--- src/design/soc_pkg.sv ---
package soc_pkg;

    ////////////////////////////////////////////////////////////////////////////
    // bus widths
    ////////////////////////////////////////////////////////////////////////////

    localparam int XLEN     = 32;                  // data and address width
    localparam int BE_W     = XLEN / 8;            // byte lanes per word
    localparam int REGION_W = 4;                   // region code from the top address bits

    ////////////////////////////////////////////////////////////////////////////
    // address map, region taken from addr[31:28]
    ////////////////////////////////////////////////////////////////////////////

    localparam logic [REGION_W-1:0] REGION_RAM_LIMIT   = 4'd2;  // regions 0..1 hit the RAM
    localparam logic [REGION_W-1:0] REGION_TIMER_LIMIT = 4'd8;  // regions 2..7 hit the timer
    // regions 8..15 fall through to the I/O block

    ////////////////////////////////////////////////////////////////////////////
    // machine timer offsets, addr[3:0]
    ////////////////////////////////////////////////////////////////////////////

    localparam logic [3:0] TMR_MTIME_LO = 4'h0;
    localparam logic [3:0] TMR_MTIME_HI = 4'h4;
    localparam logic [3:0] TMR_CMP_LO   = 4'h8;
    localparam logic [3:0] TMR_CMP_HI   = 4'hC;

    ////////////////////////////////////////////////////////////////////////////
    // I/O block offsets, addr[7:0]
    ////////////////////////////////////////////////////////////////////////////

    localparam logic [7:0] IO_GPIO_DATA = 8'h00;   // gpio output byte
    localparam logic [7:0] IO_GPIO_ADDR = 8'h04;   // gpio address byte
    localparam logic [7:0] IO_UART_DATA = 8'h10;   // write starts a frame
    localparam logic [7:0] IO_UART_STAT = 8'h14;   // bit 0 is busy
    localparam logic [7:0] IO_IRQ_PEND  = 8'h20;   // bit 0 is the button, write 1 to clear
    localparam logic [7:0] IO_IRQ_EN    = 8'h24;   // bit 0 enables the button irq

endpackage

--- src/design/mem_bus_if.sv ---
`timescale 1ns/1ps

// one-cycle enable, read data returned in the following cycle
interface mem_bus_if
    import soc_pkg::*;
();

    logic            en;     // access strobe, one cycle
    logic [BE_W-1:0] we;     // byte write lanes, all low for a read
    logic [XLEN-1:0] addr;
    logic [XLEN-1:0] wdata;
    logic [XLEN-1:0] rdata;  // registered by the target

    modport initiator (
        output en, we, addr, wdata,
        input  rdata
    );

    modport target (
        input  en, we, addr, wdata,
        output rdata
    );

endinterface

--- src/design/machine_timer.sv ---
`timescale 1ns/1ps

module machine_timer
    import soc_pkg::*;
(
    input  logic      clk,
    input  logic      arst_n_i,
    mem_bus_if.target bus,
    output logic      timer_irq_o
);

    logic [63:0] mtime_q;
    logic [63:0] mtime_d;
    logic [63:0] mtimecmp_q;
    logic [3:0]  offset;
    logic        wr;
    logic        rd;
    logic        timer_irq_q;

    assign offset = bus.addr[3:0];
    assign wr     = bus.en & (|bus.we);  // any lane means a full word
    assign rd     = bus.en & ~(|bus.we);

    ////////////////////////////////////////////////////////////////////////////
    // mtime next value
    ////////////////////////////////////////////////////////////////////////////

    // a write loads its half and skips the increment on that edge
    always_comb begin
        mtime_d = mtime_q + 64'd1;
        if (wr && offset == TMR_MTIME_LO) begin
            mtime_d = {mtime_q[63:32], bus.wdata};
        end else if (wr && offset == TMR_MTIME_HI) begin
            mtime_d = {bus.wdata, mtime_q[31:0]};
        end
    end

    always_ff @(posedge clk or negedge arst_n_i) begin
        if (!arst_n_i) begin
            mtime_q     <= '0;
            mtimecmp_q  <= '1;  // no interrupt until software sets a compare
            timer_irq_q <= 1'b0;
        end else begin
            mtime_q <= mtime_d;
            if (wr && offset == TMR_CMP_LO) begin
                mtimecmp_q[31:0] <= bus.wdata;
            end
            if (wr && offset == TMR_CMP_HI) begin
                mtimecmp_q[63:32] <= bus.wdata;
            end
            timer_irq_q <= (mtime_q >= mtimecmp_q);
        end
    end

    assign timer_irq_o = timer_irq_q;

    ////////////////////////////////////////////////////////////////////////////
    // register read, data ready one cycle later
    ////////////////////////////////////////////////////////////////////////////

    always_ff @(posedge clk) begin
        if (rd) begin
            case (offset)
                TMR_MTIME_LO: bus.rdata <= mtime_d[31:0];   // value as of this edge
                TMR_MTIME_HI: bus.rdata <= mtime_d[63:32];
                TMR_CMP_LO:   bus.rdata <= mtimecmp_q[31:0];
                TMR_CMP_HI:   bus.rdata <= mtimecmp_q[63:32];
                default:      bus.rdata <= '0;
            endcase
        end
    end

endmodule

--- src/flat_wrapper.sv ---
// flat-port wrapper written by rule: the top's interface ports become plain ports
module machine_timer_flat import soc_pkg::*;
  (clk, arst_n_i, timer_irq_o, bus_en, bus_we, bus_addr, bus_wdata, bus_rdata);
  mem_bus_if bus_i ();
  input  logic clk;
  input  logic arst_n_i;
  output logic timer_irq_o;
  input wire logic [$bits(bus_i.en)-1:0] bus_en;
  input wire logic [$bits(bus_i.we)-1:0] bus_we;
  input wire logic [$bits(bus_i.addr)-1:0] bus_addr;
  input wire logic [$bits(bus_i.wdata)-1:0] bus_wdata;
  output wire logic [$bits(bus_i.rdata)-1:0] bus_rdata;
  assign bus_i.en = bus_en;
  assign bus_i.we = bus_we;
  assign bus_i.addr = bus_addr;
  assign bus_i.wdata = bus_wdata;
  assign bus_rdata = bus_i.rdata;
  machine_timer u_core (.clk(clk), .arst_n_i(arst_n_i), .bus(bus_i), .timer_irq_o(timer_irq_o));
endmodule
--- config.mk ---
export PLATFORM = sky130hd
export DESIGN_NAME = machine_timer_flat
export DESIGN_NICKNAME = d
export VERILOG_FILES = /design/src/design/soc_pkg.sv /design/src/design/mem_bus_if.sv /design/src/design/machine_timer.sv /design/src/flat_wrapper.sv
export SDC_FILE = /design/constraint.sdc
export NUM_CORES = 1
export LEC_CHECK = 0
export ABC_AREA = 0
export BUFFER_PORTS_ARGS = -buffer_cell sky130_fd_sc_hd__buf_2
export CORE_AREA = 2 2 173 175
export CTS_BUF_LIST = sky130_fd_sc_hd__clkbuf_4 sky130_fd_sc_hd__clkbuf_8 sky130_fd_sc_hd__clkbuf_16
export CTS_CLUSTER_DIAMETER = 80
export DETAILED_ROUTE_END_ITERATION = 10
export DIE_AREA = 0 0 175 177
export PLACE_DENSITY_LB_ADDON = 0.05
export SLEW_MARGIN = 20
export SYNTH_ARGS = -nofsm -noshare
export SYNTH_HDL_FRONTEND = slang
export SYNTH_SLANG_ARGS = --single-unit
--- constraint.sdc ---
create_clock -name clk -period 2.2 [get_ports clk]
set_input_delay 0.44 -clock clk [delete_from_list [all_inputs] [get_ports clk]]
set_output_delay 0.44 -clock clk [all_outputs]
set_load 0.01 [all_outputs]
==> metrics.txt <==
Crit-path slowest cell dfrtp_1; Post-Syn Nets 1273; post-DP HPWL 30500 microns; critical path fanouts, max 4; Leak Pwr 0.00672 uW; Async SR Flop Fraction 0.801; fin. max-slew vios 0; ANT cells 0; largest net degree at the start of global routing 52; Crit path arrival time 2.54 ns; CTS root buf clkbuf_16; final RePlAce weighted congestion 0.906; Area after DPL 13800 sq um; Main synth FF type dfrtp_1; row cnt 63; worst skew pair latency 0.45 ns; synthesized area 10900 sq um; crit-path cells nand4_1 -> nor4_2 -> buf_4 -> buf_6 -> nand4_1 -> o31a_1 -> o31a_1 -> o22a_1; Die Area 31000 sq um; NetSw 4860 uW; combinational power share 0.412; post-synth top area share 0.154; Crit path buffers/inverters 2; DIE HEIGHT 177 microns; initial antenna violation count 0; Area contributors post-synth dfstp_2 (15%), dfrtp_1 (15%), edfxtp_1 (8.8%); DR WL/cell 21.7 microns; actual slew at the worst max-slew pin 0.611 ns; CTS tree done; CTS H-tree depth 4; # setup viols final 22; vias in the first global route 9937; TritonCTS buffer count 17; VDD IR-drop max 0.000516 V; clock buffer depth 2; Tot Pwr 13800 uW; Simple-Gate Fraction of Synth Area 0.185; Top delay family on crit path compound AO/OA/AOI/OAI gates; startpoint types flip-flop; area grow syn2layout 43.5%; max-cap viol count 0; Yosys warning total 0; # nets final 1625; Post-synth top cells nand2_1 (97), nor2_1 (87), inv_1 (71), mux2_2 (66); crit share post-route 1.06; DR pass1 iterations 5; Multi-input gate area 6890 sq um; total negative slack -1.34 ns; post-synthesis xor/xnor area fraction 0.0530; Worst Skew 0.0193 ns; DRC Markers 0; Slew HR 0.592; Critical Path Sink Type flip-flop; first-pass GRT wire length 61500 microns; sw frac 0.351; failing checks negative setup slack; largest family of logic cells by synthesized area simple AND/OR/NAND/NOR gates; Yosys cell types 80; Post-synth EDFFs 32; Post-Layout Inst Area 15600 sq um; total number of vias 10300; clock share of power 0.262; Final ANT Viol Nets 0; fillcell total 2713; Place WS -0.404 ns; CP peak stage delay 0.45 ns; setup slack after layout -0.139 ns; sequential cell area 4280 sq um; mux cell area share after synthesis 0.0820; Synth Register Bits 161; Fin. Hold Viols 0; core area 29200 sq um; clk sinks 161; synthesized-area fraction occupied by adder cells 0.0746; Remaining Overflow, GRT 0; sequential share of power 0.326; PwrDens 885 nW/um^2; Reg2Reg Setup Slack -0.14 ns; chip width 175 microns; Port Buf Inserts 75; WL final 41100 microns; syn avg cell area 9.58 sq um; Synth Instances 1137; drt via density 5.45; P_int 8990 uW; Initial Util 0.373; most area-hungry cell type in the Yosys netlist dfstp_2; clock-pin slew on the worst setup and hold paths 0.08 ns; Critical Path RT 2.40 ns; outcome complete, but fails checks; crit path kind reg -> reg; count leader, synth nand2_1; fmax 428 MHz; Tmin final 2.34 ns; RSZ-0062 raised after global routing true; overall global routing resource usage 0.265; layout cells sized above 1 0.471; Seq/Total Area, Yosys 0.392; Initial DRC Count 641; Synth Area in Compound Gates 0.164; # IOs 104; Hold WC Path Type in -> reg
## cells by family after synthesis
| kind of cell | count (synthesis) |
|---|---|
| buf+inv | 132 |
| fa+ha+maj | 65 |
| compound gates | 266 |
| mux | 81 |
| flops | 161 |
| simple gates | 366 |
| xor+xnor | 66 |
## area by class of cell
cell class                      instances  share of cell area
Clock inverter                         12              0.0146
Sequential cell                       161               0.274
Multi-Input combinational cell        844               0.440
Timing Repair Buffer                  394               0.193
Inverter                               71              0.0170
Tap cell                              390              0.0312
Clock buffer                           20              0.0294
## what timing repair did
action | 4_1_cts | 5_1_grt
endpoints found under the setup margin | 48 | 51
buffers inserted | 19 | 19
hold buffers | 1 | 0
endpoints found under the hold margin | 13 | 0
gates resized for setup | 87 | 89
pin swaps | 46 | 71
## registers in the layout, summed over array words and instances, names as in the netlist
| signal | count |
|---|---|
| u_core.mtime_q | 64 |
| u_core.bus.rdata | 32 |
| u_core.mtimecmp_q | 64 |
| u_core.timer_irq_o | 1 |
## worst min-delay path, delay by kind of cell
kind | cells | cell delay (ns)
buffers and inverters | 1 | 0.13
AO/OA/AOI/OAI | 1 | 0.06
AND/OR/NAND/NOR | 1 | 0.05
## layout by cell type, fill, tap and decap left out, types with 9 or more instances in the layout
cell       count
buf_12        13
mux2_2        66
ha_1          60
dfrtp_1       55
dfrtp_2       10
and3_1        10
nand4_1       40
nor3_1        10
buf_2         74
o21a_1        10
dfstp_2       64
o211ai_1       9
nand3_1       21
xnor2_1       25
buf_4        284
mux2i_1       15
a21oi_1       49
buf_6         21
nor2_1        75
a22oi_1       12
nand2_1       90
clkbuf_16     17
o22a_1        10
xor2_1        27
and4_1        11
xnor2_2       11
a31oi_1       14
edfxtp_1      32
o21ai_0       59
nor2_4         9
inv_1         70
## per-layer routing
layer	share of wire	GRT usage
met5	0	0
met4	0.018	0.0618
met3	0.044	0.0376
met2	0.46	0.421
met1	0.48	0.383
## power groups by stage
stage / Clock [uW] / Sequential [uW] / Combinational (uW)
floorplan: 0 / 4460 / 2570
global placement: 0 / 4490 / 4900
detailed placement: 0 / 4500 / 4940
CTS: 3660 / 4480 / 5290
global route: 3740 / 4600 / 6290
finish: 3620 / 4520 / 5710
## final timing paths
path | startpoint | to | cells after the start
max in group asynchronous | arst_n_i | u_core.mtimecmp_q[58] | 3
worst min register to register | u_core.mtimecmp_q[18] | u_core.mtimecmp_q[18] | 1
worst min-delay path | bus_wdata[15] | u_core.mtime_q[15] | 3
worst max register to register | u_core.mtime_q[45] | u_core.bus.rdata[30] | 8
worst max-delay path | u_core.mtime_q[45] | u_core.bus.rdata[30] | 8
min in group asynchronous | arst_n_i | u_core.mtime_q[44] | 2
## per-stage QoR
stage,instances,utilization,hold WS (ns)
final,1892,0.535,0.284
after global routing,1892,0.535,0.290
after CTS,1878,0.515,0.269
after detailed placement,1826,0.473,0.416
after global placement,1826,0.473,0.416
after floorplan,1137,-,0.144
Power figures use the tool's default switching activity.
