<file path="src/design/soc_pkg.sv">
package soc_pkg;

    ////////////////////////////////////////////////////////////////////////////
    // bus widths
    ////////////////////////////////////////////////////////////////////////////

    localparam int XLEN     = 32;                  // data and address width
    localparam int BE_W     = XLEN / 8;            // byte lanes per word
    localparam int REGION_W = 4;                   // region code from the top address bits

    ////////////////////////////////////////////////////////////////////////////
    // address map, region taken from addr[31:28]
    ////////////////////////////////////////////////////////////////////////////

    localparam logic [REGION_W-1:0] REGION_RAM_LIMIT   = 4'd2;  // regions 0..1 hit the RAM
    localparam logic [REGION_W-1:0] REGION_TIMER_LIMIT = 4'd8;  // regions 2..7 hit the timer
    // regions 8..15 fall through to the I/O block

    ////////////////////////////////////////////////////////////////////////////
    // machine timer offsets, addr[3:0]
    ////////////////////////////////////////////////////////////////////////////

    localparam logic [3:0] TMR_MTIME_LO = 4'h0;
    localparam logic [3:0] TMR_MTIME_HI = 4'h4;
    localparam logic [3:0] TMR_CMP_LO   = 4'h8;
    localparam logic [3:0] TMR_CMP_HI   = 4'hC;

    ////////////////////////////////////////////////////////////////////////////
    // I/O block offsets, addr[7:0]
    ////////////////////////////////////////////////////////////////////////////

    localparam logic [7:0] IO_GPIO_DATA = 8'h00;   // gpio output byte
    localparam logic [7:0] IO_GPIO_ADDR = 8'h04;   // gpio address byte
    localparam logic [7:0] IO_UART_DATA = 8'h10;   // write starts a frame
    localparam logic [7:0] IO_UART_STAT = 8'h14;   // bit 0 is busy
    localparam logic [7:0] IO_IRQ_PEND  = 8'h20;   // bit 0 is the button, write 1 to clear
    localparam logic [7:0] IO_IRQ_EN    = 8'h24;   // bit 0 enables the button irq

endpackage

</file>
<file path="src/design/mem_bus_if.sv">
`timescale 1ns/1ps

// one-cycle enable, read data returned in the following cycle
interface mem_bus_if
    import soc_pkg::*;
();

    logic            en;     // access strobe, one cycle
    logic [BE_W-1:0] we;     // byte write lanes, all low for a read
    logic [XLEN-1:0] addr;
    logic [XLEN-1:0] wdata;
    logic [XLEN-1:0] rdata;  // registered by the target

    modport initiator (
        output en, we, addr, wdata,
        input  rdata
    );

    modport target (
        input  en, we, addr, wdata,
        output rdata
    );

endinterface

</file>
<file path="src/design/bus_decoder.sv">
`timescale 1ns/1ps

module bus_decoder
    import soc_pkg::*;
(
    input  logic                clk,
    input  logic                arst_n_i,
    input  logic                bus_en_i,
    input  logic [BE_W-1:0]     bus_we_i,
    input  logic [XLEN-1:0]     bus_addr_i,
    input  logic [XLEN-1:0]     bus_wdata_i,
    output logic [XLEN-1:0]     bus_rdata_o,
    mem_bus_if.initiator        ram_bus,
    mem_bus_if.initiator        tmr_bus,
    mem_bus_if.initiator        io_bus
);

    logic [REGION_W-1:0] region;
    logic                sel_ram;
    logic                sel_tmr;
    logic                sel_io;
    logic                sel_ram_q;
    logic                sel_tmr_q;
    logic                sel_io_q;

    assign region = bus_addr_i[XLEN-1 -: REGION_W];

    ////////////////////////////////////////////////////////////////////////////
    // region decode, exactly one target per access
    ////////////////////////////////////////////////////////////////////////////

    always_comb begin
        sel_ram = 1'b0;
        sel_tmr = 1'b0;
        sel_io  = 1'b0;
        if (bus_en_i) begin
            if (region < REGION_RAM_LIMIT) begin
                sel_ram = 1'b1;
            end else if (region < REGION_TIMER_LIMIT) begin
                sel_tmr = 1'b1;
            end else begin
                sel_io = 1'b1;
            end
        end
    end

    assign ram_bus.en    = sel_ram;
    assign ram_bus.we    = bus_we_i;
    assign ram_bus.addr  = bus_addr_i;
    assign ram_bus.wdata = bus_wdata_i;

    assign tmr_bus.en    = sel_tmr;
    assign tmr_bus.we    = bus_we_i;
    assign tmr_bus.addr  = bus_addr_i;
    assign tmr_bus.wdata = bus_wdata_i;

    assign io_bus.en     = sel_io;
    assign io_bus.we     = bus_we_i;
    assign io_bus.addr   = bus_addr_i;
    assign io_bus.wdata  = bus_wdata_i;

    ////////////////////////////////////////////////////////////////////////////
    // read return, one cycle behind the access
    ////////////////////////////////////////////////////////////////////////////

    always_ff @(posedge clk or negedge arst_n_i) begin
        if (!arst_n_i) begin
            sel_ram_q <= 1'b0;
            sel_tmr_q <= 1'b0;
            sel_io_q  <= 1'b0;
        end else begin
            sel_ram_q <= sel_ram;  // all low after a cycle with no access
            sel_tmr_q <= sel_tmr;
            sel_io_q  <= sel_io;
        end
    end

    always_comb begin
        if (sel_ram_q) begin
            bus_rdata_o = ram_bus.rdata;
        end else if (sel_tmr_q) begin
            bus_rdata_o = tmr_bus.rdata;
        end else if (sel_io_q) begin
            bus_rdata_o = io_bus.rdata;
        end else begin
            bus_rdata_o = '0;
        end
    end

endmodule

</file>
<file path="src/flat_wrapper.sv">
// flat-port wrapper written by rule: the top's interface ports become plain ports
module bus_decoder_flat import soc_pkg::*;
  (clk, arst_n_i, bus_en_i, bus_we_i, bus_addr_i, bus_wdata_i, bus_rdata_o, ram_bus_en, ram_bus_we, ram_bus_addr, ram_bus_wdata, ram_bus_rdata, tmr_bus_en, tmr_bus_we, tmr_bus_addr, tmr_bus_wdata, tmr_bus_rdata, io_bus_en, io_bus_we, io_bus_addr, io_bus_wdata, io_bus_rdata);
  mem_bus_if ram_bus_i ();
  mem_bus_if tmr_bus_i ();
  mem_bus_if io_bus_i ();
  input  logic clk;
  input  logic arst_n_i;
  input  logic bus_en_i;
  input  logic [BE_W-1:0] bus_we_i;
  input  logic [XLEN-1:0] bus_addr_i;
  input  logic [XLEN-1:0] bus_wdata_i;
  output logic [XLEN-1:0] bus_rdata_o;
  output wire logic [$bits(ram_bus_i.en)-1:0] ram_bus_en;
  output wire logic [$bits(ram_bus_i.we)-1:0] ram_bus_we;
  output wire logic [$bits(ram_bus_i.addr)-1:0] ram_bus_addr;
  output wire logic [$bits(ram_bus_i.wdata)-1:0] ram_bus_wdata;
  input wire logic [$bits(ram_bus_i.rdata)-1:0] ram_bus_rdata;
  output wire logic [$bits(tmr_bus_i.en)-1:0] tmr_bus_en;
  output wire logic [$bits(tmr_bus_i.we)-1:0] tmr_bus_we;
  output wire logic [$bits(tmr_bus_i.addr)-1:0] tmr_bus_addr;
  output wire logic [$bits(tmr_bus_i.wdata)-1:0] tmr_bus_wdata;
  input wire logic [$bits(tmr_bus_i.rdata)-1:0] tmr_bus_rdata;
  output wire logic [$bits(io_bus_i.en)-1:0] io_bus_en;
  output wire logic [$bits(io_bus_i.we)-1:0] io_bus_we;
  output wire logic [$bits(io_bus_i.addr)-1:0] io_bus_addr;
  output wire logic [$bits(io_bus_i.wdata)-1:0] io_bus_wdata;
  input wire logic [$bits(io_bus_i.rdata)-1:0] io_bus_rdata;
  assign ram_bus_en = ram_bus_i.en;
  assign ram_bus_we = ram_bus_i.we;
  assign ram_bus_addr = ram_bus_i.addr;
  assign ram_bus_wdata = ram_bus_i.wdata;
  assign ram_bus_i.rdata = ram_bus_rdata;
  assign tmr_bus_en = tmr_bus_i.en;
  assign tmr_bus_we = tmr_bus_i.we;
  assign tmr_bus_addr = tmr_bus_i.addr;
  assign tmr_bus_wdata = tmr_bus_i.wdata;
  assign tmr_bus_i.rdata = tmr_bus_rdata;
  assign io_bus_en = io_bus_i.en;
  assign io_bus_we = io_bus_i.we;
  assign io_bus_addr = io_bus_i.addr;
  assign io_bus_wdata = io_bus_i.wdata;
  assign io_bus_i.rdata = io_bus_rdata;
  bus_decoder u_core (.clk(clk), .arst_n_i(arst_n_i), .bus_en_i(bus_en_i), .bus_we_i(bus_we_i), .bus_addr_i(bus_addr_i), .bus_wdata_i(bus_wdata_i), .bus_rdata_o(bus_rdata_o), .ram_bus(ram_bus_i), .tmr_bus(tmr_bus_i), .io_bus(io_bus_i));
endmodule
</file>
<file path="config.mk">
export PLATFORM = sky130hd
export DESIGN_NAME = bus_decoder_flat
export DESIGN_NICKNAME = d
export VERILOG_FILES = /design/src/design/soc_pkg.sv /design/src/design/mem_bus_if.sv /design/src/design/bus_decoder.sv /design/src/flat_wrapper.sv
export SDC_FILE = /design/constraint.sdc
export NUM_CORES = 1
export LEC_CHECK = 0
export ABC_CLOCK_PERIOD_IN_PS = 1400
export BUFFER_PORTS_ARGS = -buffer_cell sky130_fd_sc_hd__buf_2
export CAP_MARGIN = 20
export CORE_AREA = 4 4 155 157
export DETAILED_ROUTE_END_ITERATION = 6
export DIE_AREA = 0 0 159 161
export GPL_TIMING_DRIVEN = 0
export PLACE_DENSITY = 0.44
export REMOVE_ABC_BUFFERS = 1
export SLEW_MARGIN = 20
export SYNTH_ARGS = -nofsm -noshare
export SYNTH_HDL_FRONTEND = slang
export SYNTH_SLANG_ARGS = --single-unit
</file>
<file path="constraint.sdc">
create_clock -name clk -period 1.4 [get_ports clk]
set_clock_uncertainty 0.2 [all_clocks]
set_input_delay 0.07 -clock clk [delete_from_list [all_inputs] [get_ports clk]]
set_output_delay 0.07 -clock clk [all_outputs]
set_load 0.005 [all_outputs]
</file>
==> metrics.txt <==
# TYPE chip_impl_metric gauge
chip_impl_metric{name="avgRoutedWirePerCell",unit="um"} 38.3
chip_impl_metric{name="core_area",unit="mm^2"} 0.0225
chip_impl_info{name="status",value="finished, violations left"} 1
chip_impl_metric{name="setup_violations",unit=""} 33
chip_impl_metric{name="switching_part_of_the_total_power",unit=""} 0.456
chip_impl_metric{name="syn-instance-count",unit=""} 357
chip_impl_metric{name="fraction_of_final_layout_cells_sized_beyond_drive_strength_1",unit=""} 0.528
chip_impl_metric{name="die_height",unit="um"} 161
chip_impl_info{name="failing_checks",value="negative hold slack, negative setup slack"} 1
chip_impl_info{name="path_class_of_the_lowest_slack_min_delay_path",value="in2reg"} 1
chip_impl_metric{name="max-vdd-ir-drop",unit="mV"} 0.750
chip_impl_metric{name="route.vias.total",unit=""} 2467
chip_impl_metric{name="synth_enable_flop_cells",unit=""} 0
chip_impl_info{name="synth_top_family_by_area",value="buffers and inverters"} 1
chip_impl_metric{name="critPathRequiredTime",unit="ns"} 1.13
chip_impl_metric{name="die_area",unit="mm^2"} 0.0256
chip_impl_metric{name="pwr-share-clk",unit=""} 0.268
chip_impl_info{name="worst_setup_path_startpoint",value="u_core.sel_tmr_q$_DFF_PN0_"} 1
chip_impl_info{name="netlist_top_cells_area",value="buf_4 61%, a21oi_1 13%, nand3b_1 9.5%"} 1
chip_impl_metric{name="yosys.cell_types.count",unit=""} 11
chip_impl_metric{name="synth_fa_ha_area_frac",unit=""} 0
chip_impl_metric{name="die_width",unit="um"} 159
chip_impl_metric{name="multiplexer_area_fraction_after_synthesis",unit=""} 0
chip_impl_metric{name="synth-compound-area-share",unit=""} 0.127
chip_impl_metric{name="starting_utilization_of_the_core_area",unit=""} 0.112
chip_impl_metric{name="netSwitchingPower",unit="uW"} 769
chip_impl_metric{name="syn_avg_cell_area",unit="um^2"} 7.06
chip_impl_metric{name="grt.overflow.total",unit=""} 0
chip_impl_info{name="synth_top_flop_cell",value="dfrtp_1"} 1
chip_impl_metric{name="place.detailed.hpwl",unit="um"} 21100
chip_impl_metric{name="grt_antenna_before_repair",unit=""} 5
chip_impl_metric{name="i_o_pin_count",unit=""} 406
chip_impl_metric{name="cts.path.max_buffers",unit=""} 2
chip_impl_metric{name="gpl.final_weighted_congestion",unit=""} 0.742
chip_impl_metric{name="power.share.sequential",unit=""} 0.063
chip_impl_metric{name="number_of_global_route_vias_before_repair",unit=""} 2401
chip_impl_metric{name="worst_slack",unit="ns"} -0.341
chip_impl_metric{name="hold_viol",unit=""} 1
chip_impl_metric{name="numCtsBuffers",unit=""} 3
chip_impl_metric{name="power.static_leakage",unit="nW"} 1.34
chip_impl_metric{name="first_pass_detailed_route_iteration_total",unit=""} 6
chip_impl_metric{name="fillCellCount",unit=""} 2602
chip_impl_metric{name="floorplan.rows",unit=""} 55
chip_impl_metric{name="power",unit="mW"} 1.68
chip_impl_metric{name="number_of_levels_the_h_tree_was_split_into",unit=""} 1
chip_impl_metric{name="cp_max_fo",unit=""} 12
chip_impl_metric{name="intPower",unit="uW"} 915
chip_impl_info{name="tritoncts_clock_tree",value="yes"} 1
chip_impl_metric{name="fin_crit",unit="ns"} 1.74
chip_impl_metric{name="yosysWarnings",unit=""} 0
chip_impl_info{name="yosys-top-cells-count",value="206 x buf_4, 64 x a21oi_1, 32 x nand3b_1, 32 x nor2b_1, 9 x buf_2"} 1
chip_impl_metric{name="p_per_area",unit="mW/mm^2"} 538
chip_impl_info{name="critPathLaunchType",value="flip-flop"} 1
chip_impl_metric{name="worst_slew_pin_slew",unit="ns"} 0.776
chip_impl_metric{name="placement.io_buffers",unit=""} 145
chip_impl_info{name="critical_path_class",value="reg2out"} 1
chip_impl_metric{name="post_synthesis_cell_area",unit="mm^2"} 0.00252
chip_impl_metric{name="post-route-util",unit=""} 0.139
chip_impl_metric{name="antenna_cells",unit=""} 0
chip_impl_metric{name="synth_top_area_frac",unit=""} 0.614
chip_impl_metric{name="synth_seq_cells",unit=""} 3
chip_impl_metric{name="synth_simple_gate_area_share",unit=""} 0.185
chip_impl_metric{name="synth_xor_area_frac",unit=""} 0
chip_impl_metric{name="fraction_of_power_consumed_by_combinational_cells",unit=""} 0.669
chip_impl_metric{name="dpl.cell_count",unit=""} 568
chip_impl_metric{name="postRouteWirelength",unit="um"} 25200
chip_impl_metric{name="fmax",unit="MHz"} 575
chip_impl_metric{name="dpl_worst_slack",unit="ns"} -0.475
chip_impl_metric{name="design.final.nets",unit=""} 539
chip_impl_metric{name="arr_time_crit_path",unit="ns"} 1.47
chip_impl_metric{name="drcViolationCount",unit=""} 0
chip_impl_info{name="critical_path.endpoint_type",value="output pin"} 1
chip_impl_metric{name="synth_async_sr_flop_share",unit=""} 1.00
chip_impl_metric{name="global_route.usage.total",unit=""} 0.180
chip_impl_metric{name="maxSlewHeadroom",unit=""} 0.481
chip_impl_metric{name="final_antenna_net_count",unit=""} 0
chip_impl_info{name="synth_top_area_cell",value="buf_4"} 1
chip_impl_metric{name="areaGrowthSynthToFinish",unit="%"} 24.2
chip_impl_info{name="grt_setup_unrepaired",value="true"} 1
chip_impl_metric{name="grt_max_degree",unit=""} 37
chip_impl_info{name="synth_most_common_cell",value="buf_4"} 1
chip_impl_metric{name="number_of_non_filler_instances_in_the_completed_layout",unit=""} 656
chip_impl_info{name="cp-endpoint",value="bus_rdata_o[26]"} 1
chip_impl_metric{name="hold_slack",unit="ns"} -0.0121
chip_impl_metric{name="drt_iter0_markers",unit=""} 146
chip_impl_metric{name="final_min_period_over_clock_period",unit=""} 1.24
chip_impl_metric{name="clkTransAtPathRegs",unit="ns"} 0.03
chip_impl_metric{name="count_of_pins_over_their_slew_limit",unit=""} 0
chip_impl_metric{name="maxCapViolations",unit=""} 0
chip_impl_metric{name="clock_sinks",unit=""} 3
chip_impl_metric{name="synth_seq_area_share",unit=""} 0.0298
chip_impl_info{name="clk_root_buffer_cell",value="clkbuf_16"} 1
chip_impl_metric{name="grt_pass1_wl",unit="um"} 30300
chip_impl_metric{name="number_of_vias_per_cell_after_detailed_routing",unit=""} 3.76
==> metrics by stage <==
stage / TNS [ns] / area (um^2)
6_report: -8.52 / 3130
5_1_grt: -10.45 / 3130
4_1_cts: -9.59 / 2990
3_5_place_dp: -7.85 / 1990
3_3_place_gp: -34.14 / 1940
2_1_floorplan: -7.48 / 861
==> layout by cell type (no fill, tap or decap), types with 4 or more instances in the layout <==
cell type	count
buf_2	145
dlygate4sd3_1	69
a21oi_1	40
nand3b_1	32
nor2b_1	30
a21oi_2	22
buf_4	6
clkbuf_16	4
buf_12	4
==> registers in the layout, summed over array words and instances (netlist names) <==
| name | cells |
|---|---|
| u_core.sel_tmr_q | 1 |
| u_core.sel_ram_q | 1 |
| u_core.sel_io_q | 1 |
==> layout make-up <==
cell class / count / area (um^2) / area share
multi-input cells: 133 / 925 / 0.295
clock buffers: 4 / 78.8 / 0.0252
flip-flops and latches: 3 / 86.3 / 0.0276
well taps: 285 / 357 / 0.114
repair buffers: 231 / 1680 / 0.538
==> power by group through the flow <==
stage	combinational, mW	clock (mW)	sequential, mW
floorplan	0.131	0	0.122
global placement	0.397	0	0.149
detailed placement	0.424	0	0.132
CTS	1.06	0.462	0.110
global route	1.16	0.471	0.108
finish	1.13	0.451	0.107
==> cell families after synthesis <==
family / after synthesis
buffers and inverters: 221
and+or+nand+nor: 69
AOI/OAI and AO/OA: 64
DFF: 3
==> worst max-delay path, stage by stage (launching register included) <==
cell      delay, ns
dfrtp_4        0.50
buf_16         0.16
nand3b_1       0.20
a21oi_2        0.23
buf_2          0.15
==> timing repair <==
action,4_1_cts,5_1_grt
resized for setup,16,23
endpoints found under the hold margin,201,2
hold buffers,71,2
setup endpoints to repair,32,34
gates cloned,1,1
setup buffers,11,2
pin swaps,2,3
==> layer usage <==
| metal | part of all wire | vias to the layer above | global-route usage | routed length [um] |
|---|---|---|---|---|
| met5 | 0.0057 | - | 0.0208 | 143 |
| li1 | - | 981 | - | - |
| met2 | 0.43 | 310 | 0.280 | 10900 |
| met3 | 0.19 | 51 | 0.152 | 4670 |
| met1 | 0.30 | 1113 | 0.159 | 7550 |
| met4 | 0.074 | 12 | 0.109 | 1860 |
==> worst min path at each step <==
| stage | from | endpoint | slack [ns] | cells after the start |
|---|---|---|---|---|
| after global placement | arst_n_i | u_core.sel_io_q$_DFF_PN0_ | -0.33 | 1 |
| after global routing | bus_addr_i[29] | u_core.sel_tmr_q$_DFF_PN0_ | 0.007 | 3 |
| after detailed placement | arst_n_i | u_core.sel_io_q$_DFF_PN0_ | -0.33 | 1 |
| final | bus_addr_i[29] | u_core.sel_tmr_q$_DFF_PN0_ | -0.01 | 3 |
| after CTS | bus_addr_i[31] | ram_bus_addr[31] | 0.15 | 2 |
| after floorplan | arst_n_i | u_core.sel_io_q$_DFF_PN0_ | -0.43 | 0 |
Power figures use the tool's default switching activity.
