`src/design/soc_pkg.sv`:
```
package soc_pkg;

    ////////////////////////////////////////////////////////////////////////////
    // bus widths
    ////////////////////////////////////////////////////////////////////////////

    localparam int XLEN     = 32;                  // data and address width
    localparam int BE_W     = XLEN / 8;            // byte lanes per word
    localparam int REGION_W = 4;                   // region code from the top address bits

    ////////////////////////////////////////////////////////////////////////////
    // address map, region taken from addr[31:28]
    ////////////////////////////////////////////////////////////////////////////

    localparam logic [REGION_W-1:0] REGION_RAM_LIMIT   = 4'd2;  // regions 0..1 hit the RAM
    localparam logic [REGION_W-1:0] REGION_TIMER_LIMIT = 4'd8;  // regions 2..7 hit the timer
    // regions 8..15 fall through to the I/O block

    ////////////////////////////////////////////////////////////////////////////
    // machine timer offsets, addr[3:0]
    ////////////////////////////////////////////////////////////////////////////

    localparam logic [3:0] TMR_MTIME_LO = 4'h0;
    localparam logic [3:0] TMR_MTIME_HI = 4'h4;
    localparam logic [3:0] TMR_CMP_LO   = 4'h8;
    localparam logic [3:0] TMR_CMP_HI   = 4'hC;

    ////////////////////////////////////////////////////////////////////////////
    // I/O block offsets, addr[7:0]
    ////////////////////////////////////////////////////////////////////////////

    localparam logic [7:0] IO_GPIO_DATA = 8'h00;   // gpio output byte
    localparam logic [7:0] IO_GPIO_ADDR = 8'h04;   // gpio address byte
    localparam logic [7:0] IO_UART_DATA = 8'h10;   // write starts a frame
    localparam logic [7:0] IO_UART_STAT = 8'h14;   // bit 0 is busy
    localparam logic [7:0] IO_IRQ_PEND  = 8'h20;   // bit 0 is the button, write 1 to clear
    localparam logic [7:0] IO_IRQ_EN    = 8'h24;   // bit 0 enables the button irq

endpackage

```
`src/design/mem_bus_if.sv`:
```
`timescale 1ns/1ps

// one-cycle enable, read data returned in the following cycle
interface mem_bus_if
    import soc_pkg::*;
();

    logic            en;     // access strobe, one cycle
    logic [BE_W-1:0] we;     // byte write lanes, all low for a read
    logic [XLEN-1:0] addr;
    logic [XLEN-1:0] wdata;
    logic [XLEN-1:0] rdata;  // registered by the target

    modport initiator (
        output en, we, addr, wdata,
        input  rdata
    );

    modport target (
        input  en, we, addr, wdata,
        output rdata
    );

endinterface

```
`src/design/io_peripherals.sv`:
```
`timescale 1ns/1ps

module io_peripherals
    import soc_pkg::*;
#(
    parameter int CLKS_PER_BIT = 868
) (
    input  logic       clk,
    input  logic       arst_n_i,
    input  logic       btn_i,
    input  logic       irq_ack_i,
    mem_bus_if.target  bus,
    output logic       stall_o,
    output logic [7:0] gpio_data_o,
    output logic [7:0] gpio_addr_o,
    output logic       uart_tx_o,
    output logic       ext_irq_o
);

    localparam int CNT_W = (CLKS_PER_BIT > 1) ? $clog2(CLKS_PER_BIT) : 1;

    logic [7:0]       offset;
    logic             acc;
    logic             wr;
    logic             rd;
    logic [7:0]       gpio_data_q;
    logic [7:0]       gpio_addr_q;
    logic [1:0]       btn_sync_q;
    logic             btn_prev_q;
    logic             btn_rise;
    logic             pend_clr;
    logic             irq_pend_q;
    logic             irq_en_q;
    logic             ext_irq_q;
    logic             busy_q;
    logic             tx_q;
    logic [8:0]       shift_q;
    logic [3:0]       bit_cnt_q;
    logic [CNT_W-1:0] clk_cnt_q;
    logic             bit_end;

    // accesses during a transmission are dropped
    assign offset = bus.addr[7:0];
    assign acc    = bus.en & ~busy_q;
    assign wr     = acc & (|bus.we);
    assign rd     = acc & ~(|bus.we);

    ////////////////////////////////////////////////////////////////////////////
    // gpio and interrupt registers
    ////////////////////////////////////////////////////////////////////////////

    assign btn_rise = btn_sync_q[1] & ~btn_prev_q;
    assign pend_clr = irq_ack_i | (wr && offset == IO_IRQ_PEND && bus.wdata[0]);

    always_ff @(posedge clk or negedge arst_n_i) begin
        if (!arst_n_i) begin
            gpio_data_q <= '0;
            gpio_addr_q <= '0;
            btn_sync_q  <= '0;
            btn_prev_q  <= 1'b0;
            irq_pend_q  <= 1'b0;
            irq_en_q    <= 1'b0;
            ext_irq_q   <= 1'b0;
        end else begin
            btn_sync_q <= {btn_sync_q[0], btn_i};  // two-flop synchroniser
            btn_prev_q <= btn_sync_q[1];
            if (wr && offset == IO_GPIO_DATA) begin
                gpio_data_q <= bus.wdata[7:0];
            end
            if (wr && offset == IO_GPIO_ADDR) begin
                gpio_addr_q <= bus.wdata[7:0];
            end
            if (wr && offset == IO_IRQ_EN) begin
                irq_en_q <= bus.wdata[0];
            end
            if (btn_rise) begin
                irq_pend_q <= 1'b1;  // new edge beats a clear
            end else if (pend_clr) begin
                irq_pend_q <= 1'b0;
            end
            ext_irq_q <= irq_pend_q & irq_en_q;
        end
    end

    ////////////////////////////////////////////////////////////////////////////
    // uart transmitter, 8N1
    ////////////////////////////////////////////////////////////////////////////

    assign bit_end = (clk_cnt_q == CNT_W'(CLKS_PER_BIT - 1));

    always_ff @(posedge clk or negedge arst_n_i) begin
        if (!arst_n_i) begin
            busy_q    <= 1'b0;
            tx_q      <= 1'b1;  // idle line
            bit_cnt_q <= '0;
            clk_cnt_q <= '0;
        end else if (!busy_q) begin
            if (wr && offset == IO_UART_DATA) begin
                busy_q    <= 1'b1;
                tx_q      <= 1'b0;  // start bit
                bit_cnt_q <= '0;
                clk_cnt_q <= '0;
            end
        end else if (bit_end) begin
            clk_cnt_q <= '0;
            if (bit_cnt_q == 4'd9) begin
                busy_q <= 1'b0;  // stop bit done
            end else begin
                tx_q      <= shift_q[0];
                bit_cnt_q <= bit_cnt_q + 4'd1;
            end
        end else begin
            clk_cnt_q <= clk_cnt_q + CNT_W'(1);
        end
    end

    // data bits lsb first, stop bit sits above them
    always_ff @(posedge clk) begin
        if (!busy_q && wr && offset == IO_UART_DATA) begin
            shift_q <= {1'b1, bus.wdata[7:0]};
        end else if (busy_q && bit_end) begin
            shift_q <= {1'b1, shift_q[8:1]};
        end
    end

    ////////////////////////////////////////////////////////////////////////////
    // register read
    ////////////////////////////////////////////////////////////////////////////

    always_ff @(posedge clk) begin
        if (rd) begin
            case (offset)
                IO_GPIO_DATA: bus.rdata <= {{(XLEN-8){1'b0}}, gpio_data_q};
                IO_GPIO_ADDR: bus.rdata <= {{(XLEN-8){1'b0}}, gpio_addr_q};
                IO_UART_STAT: bus.rdata <= {{(XLEN-1){1'b0}}, busy_q};
                IO_IRQ_PEND:  bus.rdata <= {{(XLEN-1){1'b0}}, irq_pend_q};
                IO_IRQ_EN:    bus.rdata <= {{(XLEN-1){1'b0}}, irq_en_q};
                default:      bus.rdata <= '0;  // uart data is write-only
            endcase
        end
    end

    assign stall_o     = busy_q;
    assign gpio_data_o = gpio_data_q;
    assign gpio_addr_o = gpio_addr_q;
    assign uart_tx_o   = tx_q;
    assign ext_irq_o   = ext_irq_q;

endmodule

```
`src/flat_wrapper.sv`:
```
// flat-port wrapper written by rule: the top's interface ports become plain ports
module io_peripherals_flat import soc_pkg::*;
#(
    parameter int CLKS_PER_BIT = 868
)
  (clk, arst_n_i, btn_i, irq_ack_i, stall_o, gpio_data_o, gpio_addr_o, uart_tx_o, ext_irq_o, bus_en, bus_we, bus_addr, bus_wdata, bus_rdata);
  mem_bus_if bus_i ();
  input  logic clk;
  input  logic arst_n_i;
  input  logic btn_i;
  input  logic irq_ack_i;
  output logic stall_o;
  output logic [7:0] gpio_data_o;
  output logic [7:0] gpio_addr_o;
  output logic uart_tx_o;
  output logic ext_irq_o;
  input wire logic [$bits(bus_i.en)-1:0] bus_en;
  input wire logic [$bits(bus_i.we)-1:0] bus_we;
  input wire logic [$bits(bus_i.addr)-1:0] bus_addr;
  input wire logic [$bits(bus_i.wdata)-1:0] bus_wdata;
  output wire logic [$bits(bus_i.rdata)-1:0] bus_rdata;
  assign bus_i.en = bus_en;
  assign bus_i.we = bus_we;
  assign bus_i.addr = bus_addr;
  assign bus_i.wdata = bus_wdata;
  assign bus_rdata = bus_i.rdata;
  io_peripherals #(.CLKS_PER_BIT(CLKS_PER_BIT)) u_core (.clk(clk), .arst_n_i(arst_n_i), .btn_i(btn_i), .irq_ack_i(irq_ack_i), .bus(bus_i), .stall_o(stall_o), .gpio_data_o(gpio_data_o), .gpio_addr_o(gpio_addr_o), .uart_tx_o(uart_tx_o), .ext_irq_o(ext_irq_o));
endmodule
```
`config.mk`:
```
export PLATFORM = sky130hd
export DESIGN_NAME = io_peripherals_flat
export DESIGN_NICKNAME = d
export VERILOG_FILES = /design/src/design/soc_pkg.sv /design/src/design/mem_bus_if.sv /design/src/design/io_peripherals.sv /design/src/flat_wrapper.sv
export SDC_FILE = /design/constraint.sdc
export NUM_CORES = 1
export LEC_CHECK = 0
export BUFFER_PORTS_ARGS = -buffer_cell sky130_fd_sc_hd__buf_2
export CAP_MARGIN = 40
export CORE_AREA = 2 2 82 84
export CTS_BUF_LIST = sky130_fd_sc_hd__clkbuf_2
export DETAILED_ROUTE_END_ITERATION = 16
export DIE_AREA = 0 0 84 86
export PLACE_DENSITY = 0.78
export REMOVE_ABC_BUFFERS = 1
export SLEW_MARGIN = 40
export SYNTH_ARGS = -nofsm -noshare
export SYNTH_HDL_FRONTEND = slang
export SYNTH_SLANG_ARGS = --single-unit
```
`constraint.sdc`:
```
create_clock -name clk -period 2 [get_ports clk]
set_input_delay 0.4 -clock clk [delete_from_list [all_inputs] [get_ports clk]]
set_output_delay 0.4 -clock clk [all_outputs]
set_load 0.01 [all_outputs]
```
==> results of run 1 <==
==> critical path, delay by kind of cell (launching register included) <==
family	cells	cell delay [ns]
DFF	1	0.50
and+or+nand+nor	3	0.87
adders and majority gates	1	0.29
==> flip-flops by register name, summed over array words and instances (netlist names) <==
| register | flops |
|---|---|
| u_core.btn_sync_q | 2 |
| u_core.clk_cnt_q | 10 |
| u_core.shift_q | 8 |
| u_core.irq_en_q | 1 |
| u_core.gpio_data_o | 8 |
| u_core.bit_cnt_q | 4 |
| u_core.uart_tx_o | 1 |
| u_core.stall_o | 1 |
| u_core.irq_pend_q | 1 |
| u_core.bus.rdata | 8 |
| u_core.gpio_addr_o | 8 |
| u_core.ext_irq_o | 1 |
| u_core.btn_prev_q | 1 |
==> synth_stat cells (2+ instances only) <==
cell type	count	area, µm²
ha_1	3	37.5
a32o_1	2	20.0
and3_1	4	25.0
o21ai_0	10	50.1
nand3b_1	2	15.0
nor4b_1	2	17.5
dfrtp_1	37	926
nand4_1	6	37.5
mux2i_1	3	30.0
xnor2_1	3	26.3
mux2_2	17	191
a22o_1	7	61.3
o211ai_1	2	15.0
buf_4	24	180
nand3_1	20	100
and4_1	2	17.5
edfxtp_1	16	480
buf_2	3	15.0
nor3_1	9	45.0
nor4_1	2	12.5
a21oi_1	3	15.0
nand2_1	30	113
clkbuf_1	5	18.8
or3_1	2	12.5
a31oi_1	2	12.5
nor2_1	6	22.5
inv_1	5	18.8
==> worst paths after layout <==
check,to
max reg2reg,u_core.shift_q[7]$_SDFFCE_PN1P_
max in group asynchronous,u_core.uart_tx_o$_DFFE_PN1P_
min reg2reg,u_core.btn_sync_q[1]$_DFF_PN0_
min in group asynchronous,u_core.ext_irq_o$_DFF_PN0_
min,u_core.gpio_addr_o[4]$_DFFE_PN0P_
max,u_core.shift_q[7]$_SDFFCE_PN1P_
==> cells by family (layout without fill, tap and decap cells) <==
logic type | Yosys count | in the layout | share of synthesized area
compound gates | 30 | 30 | 0.0772
mux | 20 | 20 | 0.0819
xor+xnor | 4 | 4 | 0.0130
other cells | 1 | 24 | 0.00139
flops | 54 | 54 | 0.530
fa+ha+maj | 3 | 3 | 0.0139
simple gates | 97 | 97 | 0.191
buf+inv | 39 | 81 | 0.0920
==> cell type report <==
class / instances / area share
clock inverter: 3 / 0.00724
inverter: 5 / 0.00603
multi-input combinational: 178 / 0.359
clock buffer: 5 / 0.00804
timing repair buffer: 68 / 0.129
sequential: 54 / 0.460
tap: 77 / 0.0310
==> power breakdown <==
| part | switching, mW | internal [mW] | leakage (nW) | total [mW] |
|---|---|---|---|---|
| logic | 0.0612 | 0.0382 | 0.870 | 0.0993 |
| registers | 0.00278 | 1.14 | 0.648 | 1.14 |
| clock network | 0.356 | 0.0950 | 0.0337 | 0.451 |
| total | 0.420 | 1.27 | 1.55 | 1.69 |
==> stage by stage <==
step | TNS [ns] | total power, mW | cell area, µm² | cells | hold WS [ns]
4_1_cts | 0 | 1.71 | 3100 | 389 | 0.0127
5_1_grt | 0 | 1.77 | 3110 | 390 | 0.139
6_report | 0 | 1.69 | 3110 | 390 | 0.191
3_3_place_gp | -5.95 | 1.26 | 3040 | 380 | 0.335
2_1_floorplan | -10.31 | 1.19 | 2560 | 237 | 0.104
3_5_place_dp | -7.56 | 1.26 | 3040 | 380 | 0.340
==> metal layers <==
| layer | vias up | routed length (µm) | global-route usage |
|---|---|---|---|
| met2 | 63 | 2710 | 0.271 |
| met3 | 6 | 265 | 0.0337 |
| met4 | 0 | 57 | 0.0630 |
| met5 | - | 0 | 0 |
| met1 | 1004 | 2310 | 0.175 |
| li1 | 973 | - | - |
==> metrics.csv, run 1 <==
stage;metric;value;unit
run_status;status;finished clean;
yosys;synth-main-ff-cell;dfrtp_1;
global_route;grt_max_degree;22;
cells_and_area;final_common_cell;buf_2;
yosys;ys_ff_latch;54;
placed_design;gp_congestion;0.828;
min_path;holdPathStages;2;
power_and_ir_drop;vdd_drop_max;274;µV
detailed_routing;dr.pass1.iters;4;
clocking;cts_hold_buf;1;
detailed_routing;vias;2046;
worst_setup_path;ff2ff_setup_slack;0.12;ns
worst_setup_path;critPathMaxStageDelay;0.50;ns
detailed_routing;remaining_drc_errors;0;
floorplan;fp.dieW;84;µm
detailed_routing;detail_route.iter0.violations;137;
clocking;clkTransAtPathRegs;0.28;ns
worst_setup_path;r2r_start;u_core.clk_cnt_q[0]$_DFFE_PN0P_;
worst_setup_path;worstPathArrival;2.09;ns
cells_and_area;area.sequential;1430;µm²
timing;max_freq;531;MHz
floorplan;dieArea;7220;µm²
global_route;grt_pass1_wl;8.85;mm
floorplan;fp.coreArea;6280;µm²
cells_and_area;drive_above_1_share;0.319;
detailed_routing;wl;5.34;mm
detailed_routing;detail-route-antenna-nets;0;
global_route;antenna_found_initial;0;
placed_design;place_hpwl;3.99;mm
yosys;avgSynthCellArea;10.9;µm²
floorplan;die_height;86;µm
yosys;synth-edff-count;16;
cells_and_area;multiInputGateArea;1120;µm²
floorplan;io_pins;124;
clocking;root_buffer;clkbuf_2;
power_and_ir_drop;power-per-cell-area;544;nW/µm²
detailed_routing;wl_per_cell;13.7;µm
global_route;grtUsageTotal;0.151;
cells_and_area;antenna_cells;0;
worst_setup_path;startpoint;u_core.clk_cnt_q[0]$_DFFE_PN0P_;
global_route;gr-total-overflow;0;
placed_design;pre_cts_ws;-0.282;ns
timing;rsz0062_at_grt;false;
worst_setup_path;cp.required;2.21;ns
clocking;cts_resized;0;
clocking;htreeDepth;2;
clocking;cts_tree;yes;
yosys;synthArstFlopShare;0.704;
flow_run;cap_violations;0;
timing;finalSetupViolCount;0;
cells_and_area;area_growth;15.0;%
cells_and_area;final_nets;388;
floorplan;initial_core_util;0.431;
clocking;post_cts_buffers;0;
timing;slew_violations;0;
worst_setup_path;cp_cell_sequence;ha_1 > and4_1 > and3_1 > or2_2;
timing;finalCriticalPeriod;1.88;ns
timing;fin_crit_sh;0.942;
yosys;syn_area;2710;µm²
yosys;synth_cell_types;48;
power_and_ir_drop;cellLeakagePower;1.55;nW
worst_setup_path;crit_path_start_kind;register;
detailed_routing;vias_per_cell;5.25;
min_path;worstHoldStart;bus_wdata[4];
floorplan;rows;29;
cells_and_area;fin_util;0.496;
worst_setup_path;reg2reg_depth;4;
clocking;numCtsBuffers;5;
timing;hold_violations;0;
clocking;clock_path_buffers;2;
worst_setup_path;critPathMaxFanout;8;
cells_and_area;n_fill_cell;578;
cells_and_area;final_cell_mix;buf_2, dfrtp_1, nand2_1;
timing;worst_slack;0.115;ns
min_path;hold_class;primary input to register;
yosys;ys_seq_area_frac;0.530;
placed_design;numPortBuffers;51;
timing;skew;0.0157;ns
global_route;grt_pass1_vias;1990;
clocking;insertion_delay;0.44;ns
worst_setup_path;worstSetupPathType;register to register;
worst_setup_path;crit_path_end_kind;register;
yosys;synthCells;248;
yosys;yosysWarnings;0;
worst_setup_path;slowest_stage;dfrtp_1;
clocking;cts_num_sinks;54;
Power figures use the tool's default switching activity.
==> run 2: changes to the inputs <==
--- a/config.mk
+++ b/config.mk
@@ -7,11 +7,12 @@
 export LEC_CHECK = 0
 export BUFFER_PORTS_ARGS = -buffer_cell sky130_fd_sc_hd__buf_2
 export CAP_MARGIN = 40
-export CORE_AREA = 2 2 82 84
+export CORE_AREA = 2 2 91 93
 export CTS_BUF_LIST = sky130_fd_sc_hd__clkbuf_2
+export CTS_CLUSTER_DIAMETER = 50
 export DETAILED_ROUTE_END_ITERATION = 16
-export DIE_AREA = 0 0 84 86
-export PLACE_DENSITY = 0.78
+export DIE_AREA = 0 0 93 95
+export PLACE_DENSITY = 0.63
 export REMOVE_ABC_BUFFERS = 1
 export SLEW_MARGIN = 40
 export SYNTH_ARGS = -nofsm -noshare
==> constraint.sdc (replaced) <==
create_clock -name clk -period 2.3 [get_ports clk]
set_input_delay 0.46 -clock clk [delete_from_list [all_inputs] [get_ports clk]]
set_output_delay 0.46 -clock clk [all_outputs]
set_load 0.01 [all_outputs]
==> run 2 against run 1 <==
Sequential share of layout area grew 0.39 points; clock power down 8.4%; register-to-register slack improved by 0.23 ns; combinational power is 21% lower; largest power group unchanged; utilization down 11 points; critical endpoint is now u_core.shift_q[2]$_DFFE_PP_; setup slack better by 0.23 ns; wire length increased by 7.5%; clock-buffer cell count stayed put; non-clock buffer count is 7 lower; final area decreased by 0.84%.
==> metrics.csv, run 2 (synthesis results as in run 1) <==
stage;metric;value;unit;change
run_status;status;finished clean;;
timing;fin_crit_sh;0.848;;-0.0946
worst_setup_path;cp_cell_sequence;ha_1 > and4_1 > and3_1 > or2_2;;
floorplan;fp.dieW;93;µm;+11%
power_and_ir_drop;internal_power;1.10;mW;-13%
worst_setup_path;critPathMaxFanout;8;;unchanged
global_route;grt_pass1_wl;9.53;mm;+7.7%
cells_and_area;n_fill_cell;811;;+40%
power_and_ir_drop;p_sw;0.383;mW;-8.9%
min_path;hold_end;u_core.btn_sync_q[0]$_DFF_PN0_;;
clocking;clkTransAtPathRegs;0.29;ns;about the same
power_and_ir_drop;seqPwrFrac;0.669;;-0.006
placed_design;postPlaceCellArea;3020;µm²;-0.66%
power_and_ir_drop;vdd_drop_max;354;µV;+29%
min_path;holdPathStages;1;;-1
cells_and_area;fin_area;3090;µm²;-0.84%
cells_and_area;finalNonFillerCells;411;;+5.4%
clocking;clock_path_buffers;2;;unchanged
floorplan;io_pins;124;;unchanged
timing;relSlewSlack;0.662;;
clocking;cts_tree;yes;;
detailed_routing;vias;2036;;-0.49%
global_route;grt_pass1_vias;1988;;-0.10%
flow_run;cap_violations;0;;unchanged
worst_setup_path;crit_path_end_kind;register;;
worst_setup_path;reg2reg_depth;4;;unchanged
global_route;grtUsageTotal;0.138;;-0.0134
worst_setup_path;worstPathArrival;2.12;ns;+0.03 ns
worst_setup_path;slowest_stage;dfrtp_1;;
cells_and_area;top_register;u_core.clk_cnt_q;;
detailed_routing;top_layer;met4;;
detailed_routing;wl_per_cell;14.0;µm;+2.0%
detailed_routing;detail_route.iter0.violations;179;;+31%
min_path;hold_class;primary input to register;;
cells_and_area;final_common_cell;buf_2;;
timing;finalSetupViolCount;0;;unchanged
cells_and_area;final_nets;381;;-1.8%
clocking;post_cts_buffers;0;;unchanged
power_and_ir_drop;p_sw_frac;0.258;;+0.00931
detailed_routing;remaining_drc_errors;0;;unchanged
clocking;numCtsBuffers;5;;unchanged
clocking;insertion_delay;0.45;ns;about the same
placed_design;numPortBuffers;51;;unchanged
clocking;cts_resized;0;;unchanged
global_route;antenna_found_initial;0;;unchanged
timing;skew;0.0288;ns;+0.0131 ns
placed_design;placedCellCount;402;;+5.8%
worst_setup_path;r2r_start;u_core.clk_cnt_q[0]$_DFFE_PN0P_;;
min_path;worstHoldStart;btn_i;;
floorplan;fp.coreArea;7930;µm²;+26%
worst_setup_path;crit_path_start_kind;register;;
timing;worst_slack;0.350;ns;+0.235 ns
global_route;grt_max_degree;39;;+77%
cells_and_area;largest_reg_flops;10;;unchanged
worst_setup_path;r2r-end;u_core.shift_q[2]$_DFFE_PP_;;
floorplan;die_height;95;µm;+10%
timing;whs;0.0981;ns;-0.0930 ns
clocking;htreeDepth;2;;unchanged
placed_design;gp_congestion;0.768;;-7.2%
timing;slew_violations;0;;unchanged
power_and_ir_drop;power-per-cell-area;481;nW/µm²;-11%
worst_setup_path;ff2ff_setup_slack;0.35;ns;+0.23 ns
worst_setup_path;critPathMaxStageDelay;0.52;ns;+0.02 ns
detailed_routing;dr.pass1.iters;4;;unchanged
timing;worstMarginPinSlew;0.507;ns;
floorplan;rows;33;;+14%
floorplan;initial_core_util;0.341;;-0.0897
detailed_routing;m1WireLength;2.42;mm;+4.5%
placed_design;pre_cts_ws;-0.0372;ns;+0.245 ns
worst_setup_path;cp.required;2.47;ns;+0.26 ns
detailed_routing;detail-route-antenna-nets;0;;unchanged
worst_setup_path;worstSetupPathType;register to register;;
detailed_routing;vias_per_cell;4.95;;-5.6%
power_and_ir_drop;cellLeakagePower;1.52;nW;-2.4%
timing;rsz0062_at_grt;false;;
cells_and_area;area_growth;14.1;%;
timing;max_freq;513;MHz;-3.3%
power_and_ir_drop;p_comb_frac;0.053;;-0.006
cells_and_area;final_cell_mix;buf_2, dfrtp_1, nand2_1;;
timing;hold_violations;0;;unchanged
clocking;cts_num_sinks;54;;unchanged
timing;finalCriticalPeriod;1.95;ns;+0.0652 ns
cells_and_area;drive_above_1_share;0.307;;-0.0123
detailed_routing;wl_met3;330;µm;+25%
power_and_ir_drop;clockPowerShare;0.278;;+0.011
detailed_routing;wl;5.75;mm;+7.5%
cells_and_area;antenna_cells;0;;unchanged
detailed_routing;dr_wl_met2;2.95;mm;+9.1%
floorplan;dieArea;8840;µm²;+22%
global_route;gr-total-overflow;0;;unchanged
clocking;root_buffer;clkbuf_2;;
placed_design;place_hpwl;4.17;mm;+4.7%
[run 2: cell count changes in the layout (fill, tap and decap cells not counted)]
cell           previous run  this run
clkinv_4                  0         1
buf_2                    51        50
clkinv_2                  1         0
buf_12                    1         0
buf_4                    14        10
dlygate4sd3_1             2         1
[run 2: worst max path at each step]
stage / from / to / slack (ns)
floorplan: bus_addr[2] / u_core.shift_q[0]$_DFFE_PP_ / -0.41
global placement: bus_addr[2] / u_core.shift_q[0]$_DFFE_PP_ / -0.03
detailed placement: bus_addr[2] / u_core.shift_q[6]$_DFFE_PP_ / -0.04
CTS: u_core.clk_cnt_q[0]$_DFFE_PN0P_ / u_core.shift_q[3]$_DFFE_PP_ / 0.37
global route: u_core.clk_cnt_q[0]$_DFFE_PN0P_ / u_core.shift_q[3]$_DFFE_PP_ / 0.23
finish: u_core.clk_cnt_q[0]$_DFFE_PN0P_ / u_core.shift_q[2]$_DFFE_PP_ / 0.35
[run 2: power by group through the flow]
stage / sequential (mW) / clock [mW] / combinational, mW
after CTS: 0.994 / 0.438 / 0.0799
final: 0.993 / 0.413 / 0.0787
after global placement: 1.01 / 0 / 0.0763
after detailed placement: 1.01 / 0 / 0.0782
after global routing: 0.995 / 0.473 / 0.0905
after floorplan: 1.01 / 0 / 0.0274
[run 2: cell type report]
| cell class | instances | area [µm²] | share of cell area |
|---|---|---|---|
| Clock buffer | 5 | 25.0 | 0.00811 |
| Clock inverter | 3 | 26.3 | 0.00852 |
| Inverter | 5 | 18.8 | 0.00608 |
| Multi-Input combinational cell | 178 | 1120 | 0.362 |
| Sequential cell | 54 | 1430 | 0.464 |
| Tap cell | 105 | 131 | 0.0426 |
| Timing Repair Buffer | 61 | 335 | 0.109 |
[run 2: metrics by stage]
step	utilization	setup TNS (ns)	total power, mW
after global routing	0.389	0	1.56
after floorplan	-	-5.09	1.04
final	0.389	0	1.49
after global placement	0.381	-0.0736	1.09
after CTS	0.389	0	1.51
after detailed placement	0.381	-0.138	1.09
[run 2: metal layers]
metal / up-vias / global-route usage
met5: - / 0
met4: 0 / 0.0392
met3: 4 / 0.0415
met2: 55 / 0.236
met1: 1009 / 0.169
li1: 968 / -
[run 2: worst max-delay path, delay by kind of cell, from the launching register on]
kind | cells | cell delay, ns
AND/OR/NAND/NOR | 3 | 0.85
adder cells (fa/ha/maj) | 1 | 0.30
flip-flops | 1 | 0.52
[run 2: timing repair]
| action | 4_1_cts | 5_1_grt |
|---|---|---|
| setup endpoints to repair | 0 | 0 |
| hold buffers | 1 | 0 |
| endpoints found under the hold margin | 37 | 0 |
